$ cat src/rtl/fpu_pkg.sv
////////////////////////////////////////////////////////////
// fpu side unit shared types
////////////////////////////////////////////////////////////

package fpu_pkg;

  // two single-precision lanes per operand
  localparam int DATA_W   = 64;
  localparam int SGL_W    = 32;
  // result bus adds even parity as the top bit
  localparam int RESULT_W = DATA_W + 1;

  typedef logic [DATA_W-1:0]   data_t;
  typedef logic [RESULT_W-1:0] result_t;

  typedef enum logic [2:0] {
    OP_NOP     = 3'd0,
    OP_COPY_A  = 3'd1,
    OP_COPY_B  = 3'd2,
    OP_SWAP    = 3'd3,
    OP_DUP_LO  = 3'd4,
    OP_CMP_S   = 3'd5,
    OP_CMPU_S  = 3'd6,
    OP_PCMP_LT = 3'd7
  } fpu_op_e;

  typedef struct packed {
    logic eq;
    logic lt;
    logic gt;
    logic unord;
  } cmp_flags_t;

  typedef enum logic [1:0] {
    EXC_NONE     = 2'd0,
    EXC_INVALID  = 2'd1,
    EXC_DENORMAL = 2'd2
  } exc_code_e;

endpackage

$ cat src/rtl/exec_if.sv
////////////////////////////////////////////////////////////
// issue stage to execution lanes
////////////////////////////////////////////////////////////
`timescale 1ns/1ps

interface exec_if;
  import fpu_pkg::*;

  // high for one cycle per issued op
  logic    valid;
  fpu_op_e op;
  data_t   a;
  data_t   b;

  modport issue (
    output valid, op, a, b
  );

  modport exec (
    input valid, op, a, b
  );

endinterface

$ cat src/rtl/operand_forward.sv
////////////////////////////////////////////////////////////
// operand forwarding from result buses
////////////////////////////////////////////////////////////
`timescale 1ns/1ps

module operand_forward #(
  parameter int NUM_BUS = 4
) (
  input  logic                 clk,
  input  logic                 rst,
  input  fpu_pkg::data_t       reg_val,
  input  logic [NUM_BUS-1:0]   fwd_now,
  input  logic [NUM_BUS-1:0]   fwd_old,
  input  fpu_pkg::result_t     buses [NUM_BUS],
  output fpu_pkg::data_t       operand
);
  import fpu_pkg::*;

  // bus data one cycle back, parity dropped
  data_t bus_old [NUM_BUS];

  always_ff @(posedge clk) begin
    for (int i = 0; i < NUM_BUS; i++) begin
      if (rst) begin
        bus_old[i] <= '0;
      end else begin
        bus_old[i] <= buses[i][DATA_W-1:0];
      end
    end
  end

  // live bus wins over the older copy, register value last
  always_comb begin
    operand = reg_val;
    for (int i = 0; i < NUM_BUS; i++) begin
      if (fwd_old[i]) begin
        operand = bus_old[i];
      end
    end
    for (int i = 0; i < NUM_BUS; i++) begin
      if (fwd_now[i]) begin
        operand = buses[i][DATA_W-1:0];
      end
    end
  end

endmodule

$ cat src/rtl/fpu_issue.sv
////////////////////////////////////////////////////////////
// opcode decode and issue register
////////////////////////////////////////////////////////////
`timescale 1ns/1ps

module fpu_issue (
  input  logic             clk,
  input  logic             rst,
  input  logic             en,
  input  fpu_pkg::fpu_op_e op,
  input  fpu_pkg::data_t   a,
  input  fpu_pkg::data_t   b,
  exec_if.issue            issue
);
  import fpu_pkg::*;

  logic take;

  // nop never occupies the pipe
  assign take = en && (op != OP_NOP);

  // control part of the issue stage
  always_ff @(posedge clk) begin
    if (rst) begin
      issue.valid <= 1'b0;
      issue.op    <= OP_NOP;
    end else begin
      issue.valid <= take;
      if (take) begin
        issue.op <= op;
      end
    end
  end

  // forwarded operands, held until the next issue
  always_ff @(posedge clk) begin
    if (take) begin
      issue.a <= a;
      issue.b <= b;
    end
  end

endmodule

$ cat src/rtl/fpu_compare.sv
////////////////////////////////////////////////////////////
// single-precision compare, scalar and packed
////////////////////////////////////////////////////////////
`timescale 1ns/1ps

module fpu_compare (
  exec_if.exec                 issue,
  output fpu_pkg::cmp_flags_t  flags,
  output fpu_pkg::data_t       mask,
  output logic [1:0]           raise
);
  import fpu_pkg::*;

  cmp_flags_t lo_f;
  cmp_flags_t hi_f;
  logic [SGL_W-1:0] a_lo;
  logic [SGL_W-1:0] a_hi;
  logic [SGL_W-1:0] b_lo;
  logic [SGL_W-1:0] b_hi;
  logic nan_lo;
  logic nan_hi;
  logic den_lo;
  logic den_hi;
  logic is_scalar;
  logic is_packed;

  function automatic logic is_nan(input logic [SGL_W-1:0] x);
    return (x[30:23] == 8'hff) && (x[22:0] != '0);
  endfunction

  function automatic logic is_zero(input logic [SGL_W-1:0] x);
    return (x[30:23] == 8'h00) && (x[22:0] == '0);
  endfunction

  function automatic logic is_denorm(input logic [SGL_W-1:0] x);
    return (x[30:23] == 8'h00) && (x[22:0] != '0);
  endfunction

  // sign-magnitude order, +0 and -0 are equal
  function automatic cmp_flags_t cmp_lane(input logic [SGL_W-1:0] x,
                                          input logic [SGL_W-1:0] y);
    cmp_flags_t f;
    logic x_lt_y;
    f = '0;
    x_lt_y = 1'b0;
    if (is_nan(x) || is_nan(y)) begin
      f.unord = 1'b1;
    end else if ((is_zero(x) && is_zero(y)) || (x == y)) begin
      f.eq = 1'b1;
    end else begin
      if (x[SGL_W-1] != y[SGL_W-1]) begin
        x_lt_y = x[SGL_W-1];
      end else if (x[SGL_W-1]) begin
        // both negative, larger magnitude is smaller
        x_lt_y = x[SGL_W-2:0] > y[SGL_W-2:0];
      end else begin
        x_lt_y = x[SGL_W-2:0] < y[SGL_W-2:0];
      end
      f.lt = x_lt_y;
      f.gt = !x_lt_y;
    end
    return f;
  endfunction

  assign a_lo = issue.a[SGL_W-1:0];
  assign a_hi = issue.a[DATA_W-1:SGL_W];
  assign b_lo = issue.b[SGL_W-1:0];
  assign b_hi = issue.b[DATA_W-1:SGL_W];

  assign lo_f = cmp_lane(a_lo, b_lo);
  assign hi_f = cmp_lane(a_hi, b_hi);

  // scalar flags come from the low lane
  assign flags = lo_f;
  assign mask  = {{SGL_W{hi_f.lt}}, {SGL_W{lo_f.lt}}};

  assign nan_lo = is_nan(a_lo) || is_nan(b_lo);
  assign nan_hi = is_nan(a_hi) || is_nan(b_hi);
  assign den_lo = is_denorm(a_lo) || is_denorm(b_lo);
  assign den_hi = is_denorm(a_hi) || is_denorm(b_hi);

  assign is_scalar = (issue.op == OP_CMP_S) || (issue.op == OP_CMPU_S);
  assign is_packed = (issue.op == OP_PCMP_LT);

  // bit 0 invalid, bit 1 denormal; unordered compare is quiet
  assign raise[0] = issue.valid &&
                    (((issue.op == OP_CMP_S) && nan_lo) ||
                     (is_packed && (nan_lo || nan_hi)));
  assign raise[1] = issue.valid &&
                    ((is_scalar && den_lo) ||
                     (is_packed && (den_lo || den_hi)));

endmodule

$ cat src/rtl/fpu_result.sv
////////////////////////////////////////////////////////////
// permute lane and result bus register
////////////////////////////////////////////////////////////
`timescale 1ns/1ps

module fpu_result (
  input  logic                 clk,
  input  logic                 rst,
  exec_if.exec                 issue,
  input  fpu_pkg::cmp_flags_t  cmp_flags,
  input  fpu_pkg::data_t       cmp_mask,
  input  fpu_pkg::cmp_flags_t  flags_in,
  output logic                 res_valid,
  output fpu_pkg::result_t     res,
  output fpu_pkg::cmp_flags_t  flags_out
);
  import fpu_pkg::*;

  data_t res_data;
  logic  is_scalar;

  assign is_scalar = (issue.op == OP_CMP_S) || (issue.op == OP_CMPU_S);

  // lane arrangement per opcode, scalar compares give zero data
  always_comb begin
    case (issue.op)
      OP_COPY_A:  res_data = issue.a;
      OP_COPY_B:  res_data = issue.b;
      OP_SWAP:    res_data = {issue.a[SGL_W-1:0], issue.a[DATA_W-1:SGL_W]};
      OP_DUP_LO:  res_data = {issue.a[SGL_W-1:0], issue.a[SGL_W-1:0]};
      OP_PCMP_LT: res_data = cmp_mask;
      default:    res_data = '0;
    endcase
  end

  always_ff @(posedge clk) begin
    if (rst) begin
      res_valid <= 1'b0;
      flags_out <= '0;
    end else begin
      res_valid <= issue.valid;
      if (issue.valid) begin
        // non-compare ops pass the incoming flags through
        flags_out <= is_scalar ? cmp_flags : flags_in;
      end
    end
  end

  // even parity on top of the data
  always_ff @(posedge clk) begin
    if (issue.valid) begin
      res <= {^res_data, res_data};
    end
  end

endmodule

$ cat src/rtl/fpu_except.sv
////////////////////////////////////////////////////////////
// masked exception report
////////////////////////////////////////////////////////////
`timescale 1ns/1ps

module fpu_except (
  input  logic                clk,
  input  logic                rst,
  input  logic [1:0]          raise,
  input  logic [1:0]          exc_enable,
  output logic                exc_valid,
  output fpu_pkg::exc_code_e  exc_code
);
  import fpu_pkg::*;

  logic [1:0] raise_q;
  logic [1:0] hit;
  exc_code_e  code_nxt;

  assign hit = raise_q & exc_enable;

  // invalid beats denormal
  always_comb begin
    if (hit[0]) begin
      code_nxt = EXC_INVALID;
    end else if (hit[1]) begin
      code_nxt = EXC_DENORMAL;
    end else begin
      code_nxt = EXC_NONE;
    end
  end

  always_ff @(posedge clk) begin
    if (rst) begin
      raise_q   <= 2'b00;
      exc_valid <= 1'b0;
      exc_code  <= EXC_NONE;
    end else begin
      raise_q   <= raise;
      exc_valid <= |hit;
      exc_code  <= code_nxt;
    end
  end

endmodule

$ cat src/rtl/fpu_unit_top.sv
////////////////////////////////////////////////////////////
// fpu side unit top
////////////////////////////////////////////////////////////
`timescale 1ns/1ps

module fpu_unit_top #(
  parameter int NUM_BUS = 4
) (
  input  logic                 clk,
  input  logic                 rst,
  input  logic                 en,
  input  fpu_pkg::fpu_op_e     op,
  input  fpu_pkg::data_t       a_reg,
  input  fpu_pkg::data_t       b_reg,
  input  logic [NUM_BUS-1:0]   fwd_now_a,
  input  logic [NUM_BUS-1:0]   fwd_old_a,
  input  logic [NUM_BUS-1:0]   fwd_now_b,
  input  logic [NUM_BUS-1:0]   fwd_old_b,
  input  fpu_pkg::result_t     buses [NUM_BUS],
  input  fpu_pkg::cmp_flags_t  flags_in,
  input  logic [1:0]           exc_enable,
  output logic                 res_valid,
  output fpu_pkg::result_t     res,
  output fpu_pkg::cmp_flags_t  flags_out,
  output logic                 exc_valid,
  output fpu_pkg::exc_code_e   exc_code
);
  import fpu_pkg::*;

  data_t      a_fwd;
  data_t      b_fwd;
  cmp_flags_t cmp_flags;
  data_t      cmp_mask;
  logic [1:0] raise;

  exec_if ex_if ();

  operand_forward #(.NUM_BUS(NUM_BUS)) i_fwd_a (
    .clk(clk), .rst(rst), .reg_val(a_reg),
    .fwd_now(fwd_now_a), .fwd_old(fwd_old_a),
    .buses(buses), .operand(a_fwd)
  );

  operand_forward #(.NUM_BUS(NUM_BUS)) i_fwd_b (
    .clk(clk), .rst(rst), .reg_val(b_reg),
    .fwd_now(fwd_now_b), .fwd_old(fwd_old_b),
    .buses(buses), .operand(b_fwd)
  );

  fpu_issue i_issue (
    .clk(clk), .rst(rst), .en(en), .op(op),
    .a(a_fwd), .b(b_fwd), .issue(ex_if.issue)
  );

  fpu_compare i_compare (
    .issue(ex_if.exec), .flags(cmp_flags), .mask(cmp_mask), .raise(raise)
  );

  fpu_result i_result (
    .clk(clk), .rst(rst), .issue(ex_if.exec),
    .cmp_flags(cmp_flags), .cmp_mask(cmp_mask), .flags_in(flags_in),
    .res_valid(res_valid), .res(res), .flags_out(flags_out)
  );

  fpu_except i_except (
    .clk(clk), .rst(rst), .raise(raise), .exc_enable(exc_enable),
    .exc_valid(exc_valid), .exc_code(exc_code)
  );

endmodule

$ cat config.mk
export PLATFORM = sky130hd
export DESIGN_NAME = fpu_unit_top
export DESIGN_NICKNAME = d
export VERILOG_FILES = /design/src/rtl/fpu_pkg.sv /design/src/rtl/exec_if.sv /design/src/rtl/operand_forward.sv /design/src/rtl/fpu_issue.sv /design/src/rtl/fpu_compare.sv /design/src/rtl/fpu_result.sv /design/src/rtl/fpu_except.sv /design/src/rtl/fpu_unit_top.sv
export SDC_FILE = /design/constraint.sdc
export NUM_CORES = 2
export LEC_CHECK = 0
export BUFFER_PORTS_ARGS = -buffer_cell sky130_fd_sc_hd__buf_4
export CAP_MARGIN = 10
export CORE_ASPECT_RATIO = 0.9
export CORE_MARGIN = 2
export CORE_UTILIZATION = 40
export CTS_CLUSTER_SIZE = 16
export DETAILED_ROUTE_END_ITERATION = 10
export PLACE_DENSITY = 0.72
export SLEW_MARGIN = 10
export SYNTH_ARGS = -nofsm -noshare
export SYNTH_HDL_FRONTEND = slang
export SYNTH_SLANG_ARGS = --single-unit
$ cat constraint.sdc
create_clock -name clk -period 6.3 [get_ports clk]
set_input_delay 0.945 -clock clk [delete_from_list [all_inputs] [get_ports clk]]
set_output_delay 0.945 -clock clk [all_outputs]
set_load 0.02 [all_outputs]
==> key figures <==
Run status
  • Outcome: finished, final reports clean

Clock network
  • CTS tree: done
  • H-tree levels: 2
  • Number of gates resized after cts: 0
  • Total CTS buffers: 53
  • Clock-pin slew on the worst setup and hold paths: 0.06 ns
  • Post-CTS setup buffers: 0
  • Clk buf depth: 3
  • Post-CTS Hold Fix Bufs: 0
  • Worst-skew pair later-pin latency: 0.61 ns
  • CTS sink count: 463
  • Clock Root Buffer: clkbuf_16

GRT
  • Vias in the first global route: 23,460
  • Remaining global-route overflow: 0
  • Largest net degree at the start of global routing: 172
  • Antenna violations before repair: 1
  • First-pass GRT wire length: 143,100 µm
  • All-Layer GR Usage: 0.2522

Cells and area
  • Largest regs: i_fwd_b.bus_old: 192 flops, i_result.res: 65 flops
  • Max reg flops: 192
  • Commonest non-fill, non-tap cell in the layout: nand2_1
  • Finished Layout Cells: 4,505
  • Layout fillers: 6,731
  • Post-layout nets: 3,986
  • Largest Register: i_fwd_b.bus_old
  • P&R area growth vs syn: 20.35%
  • Most frequent cells in the layout: nand2_1 (597), o21ai_0 (523), mux2i_1 (512)
  • Final Cell Area: 0.03447 mm²
  • Layout cells sized above 1: 0.1965

Detailed routing
  • Vias: 24,520
  • Via density: 5.442
  • Routed len/inst: 21.36 µm
  • Total routed wirelength: 96,220 µm
  • ANT nets after route: 0
  • First-pass detailed-route iteration total: 5
  • # DRC: 0
  • Iteration-0 DRC Markers: 2,146

Yosys
  • Mapped Area: 0.02864 mm²
  • Syn_area_per_cell: 8.989 µm²
  • Largest area contributor in the netlist: edfxtp_1
  • Post-synthesis cell type count: 48
  • Syn Inst Count: 3,186
  • Syn_nets: 3,664
  • Sequential area share after synthesis: 0.3911
  • Synthesis-stage register bit count: 463
  • Primary FF master, synth: dfxtp_1
  • Yosys warns: 0
  • Post-synth EDFFs: 193
  • Area contributors post-synth: edfxtp_1 (20%), dfxtp_1 (19%), mux2i_1 (18%)
  • Ys async rst share: 0
  • Share of the synthesized area in the top cell type: 0.2024

STA
  • TNS Setup: 0 ns
  • Fmax: 265.4 MHz
  • Tcrit/Tclk final: 0.5980
  • Slew Limit Fails: 0
  • RSZ-0062 raised after global routing: no
  • Worst relative slew slack: 0.1842
  • Final setup violation count: 0
  • Post-route worst setup slack: 2.532 ns
  • Skew final: 0.02044 ns
  • Final Critical Period: 3.768 ns
  • Final Hold Fails: 0
  • Worst hold margin: 0.4653 ns
  • Slew @ Worst Pin: 1.222 ns

Critical path
  • Crit. End Element: flip-flop
  • Worst EP arrival: 4.19 ns
  • CP startpoint kind: flip-flop
  • CP Class: flip-flop to flip-flop
  • Worst-path maximum fanout: 32
  • Required @ worst endpoint: 6.73 ns

Job
  • Total of max-cap violations: 0

Placement
  • Number of instances in the placed design: 4,403
  • IO Port Bufs: 484
  • Dpl ws: 2.399 ns
  • GP Congestion: 0.9763
  • Area after DPL: 0.03270 mm²
  • Dpl hpwl: 69,980 µm

Die
  • Core area: 0.07121 mm²
  • Effective utilization at floorplan: 0.4022
  • Std cell rows: 93
  • DIE WIDTH: 286.1 µm
  • Die area: 0.07376 mm²
  • # IOs: 489
  • Die Span Y: 257.9 µm

Hold path
  • Hold/Removal Path Class: flip-flop to flip-flop

Pwr
  • Largest vdd supply drop: 216.4 µV
  • P_leak: 15.23 nW
  • Pwr Density: 245.0 mW/mm²
==> final cells by class <==
cell class / instances / area, µm² / area share
inverter: 68 / 257.7 / 0.007478
timing repair buffer: 509 / 3877 / 0.1125
clock inverter: 35 / 334.1 / 0.009692
tap: 950 / 1189 / 0.03448
multi-input combinational: 2413 / 16170 / 0.4691
sequential: 463 / 11200 / 0.3251
clock buffer: 65 / 1434 / 0.04160
antenna: 2 / 5.005 / 0.0001452
==> synth_stat cells, drive strengths merged (2+ instances only) <==
| cell | count |
|---|---|
| xnor2 | 56 |
| buf | 94 |
| nand3 | 4 |
| nand2 | 597 |
| a221oi | 64 |
| dfxtp | 270 |
| nand2b | 5 |
| xor2 | 8 |
| and3 | 32 |
| o21ai | 527 |
| a21oi | 24 |
| a22oi | 2 |
| ha | 62 |
| edfxtp | 193 |
| a21o | 26 |
| o21a | 2 |
| nor2 | 83 |
| a311oi | 3 |
| o22ai | 2 |
| inv | 68 |
| mux2i | 512 |
| clkbuf | 148 |
| a211oi | 2 |
| mux2 | 62 |
| nand4 | 26 |
| or3 | 2 |
| nor4 | 31 |
| nor2b | 264 |
| o31ai | 3 |
| nor3 | 5 |
==> per-stage QoR <==
stage	power, W	utilization
6_report	0.008445	0.4840
5_1_grt	0.008781	0.4840
4_1_cts	0.008488	0.4840
3_5_place_dp	0.005353	0.4591
3_3_place_gp	0.005323	0.4591
2_1_floorplan	0.004670	-
==> power breakdown <==
group          switching (W)  internal [W]  leakage, nW
sequential          0.000149       0.00335         4.15
combinational        0.00101      0.000802         10.2
clock                0.00130       0.00183        0.840
total                0.00246       0.00599         15.2
==> final timing paths <==
path	start	endpoint	slack, ns	cells after the start
worst min-delay path	i_except.raise_q[1]	i_except.exc_code[1]	0.47	2
worst max-delay path	i_issue.issue.a[28]	i_result.res[12]	2.53	10
worst min register to register	i_except.raise_q[1]	i_except.exc_code[1]	0.47	2
worst max register to register	i_issue.issue.a[28]	i_result.res[12]	2.53	10
==> metal layers <==
layer,GRT usage,part of all wire,vias up
met5,0,0,-
met4,0.08421,0.032,0
met3,0.03746,0.073,164
met2,0.3983,0.45,987
met1,0.3527,0.45,11520
li1,-,-,11850
==> logic make-up after synthesis <==
family,share of synthesized area
compound gates,0.1421
xor+xnor,0.01983
fa+ha+maj,0.02709
buf+inv,0.04478
flops,0.3911
mux,0.2046
simple gates,0.1705
==> critical path: stages (launching register included) <==
cell,delay [ns]
edfxtp_1,0.56
ha_1,0.38
a21o_1,0.16
a21o_1,0.16
a21oi_1,0.14
o21ai_0,0.17
a21oi_1,0.20
a21oi_1,0.09
a311o_1,0.41
or4_1,1.03
nand2_1,0.27
No activity file was read; power rests on OpenSTA's default activity.
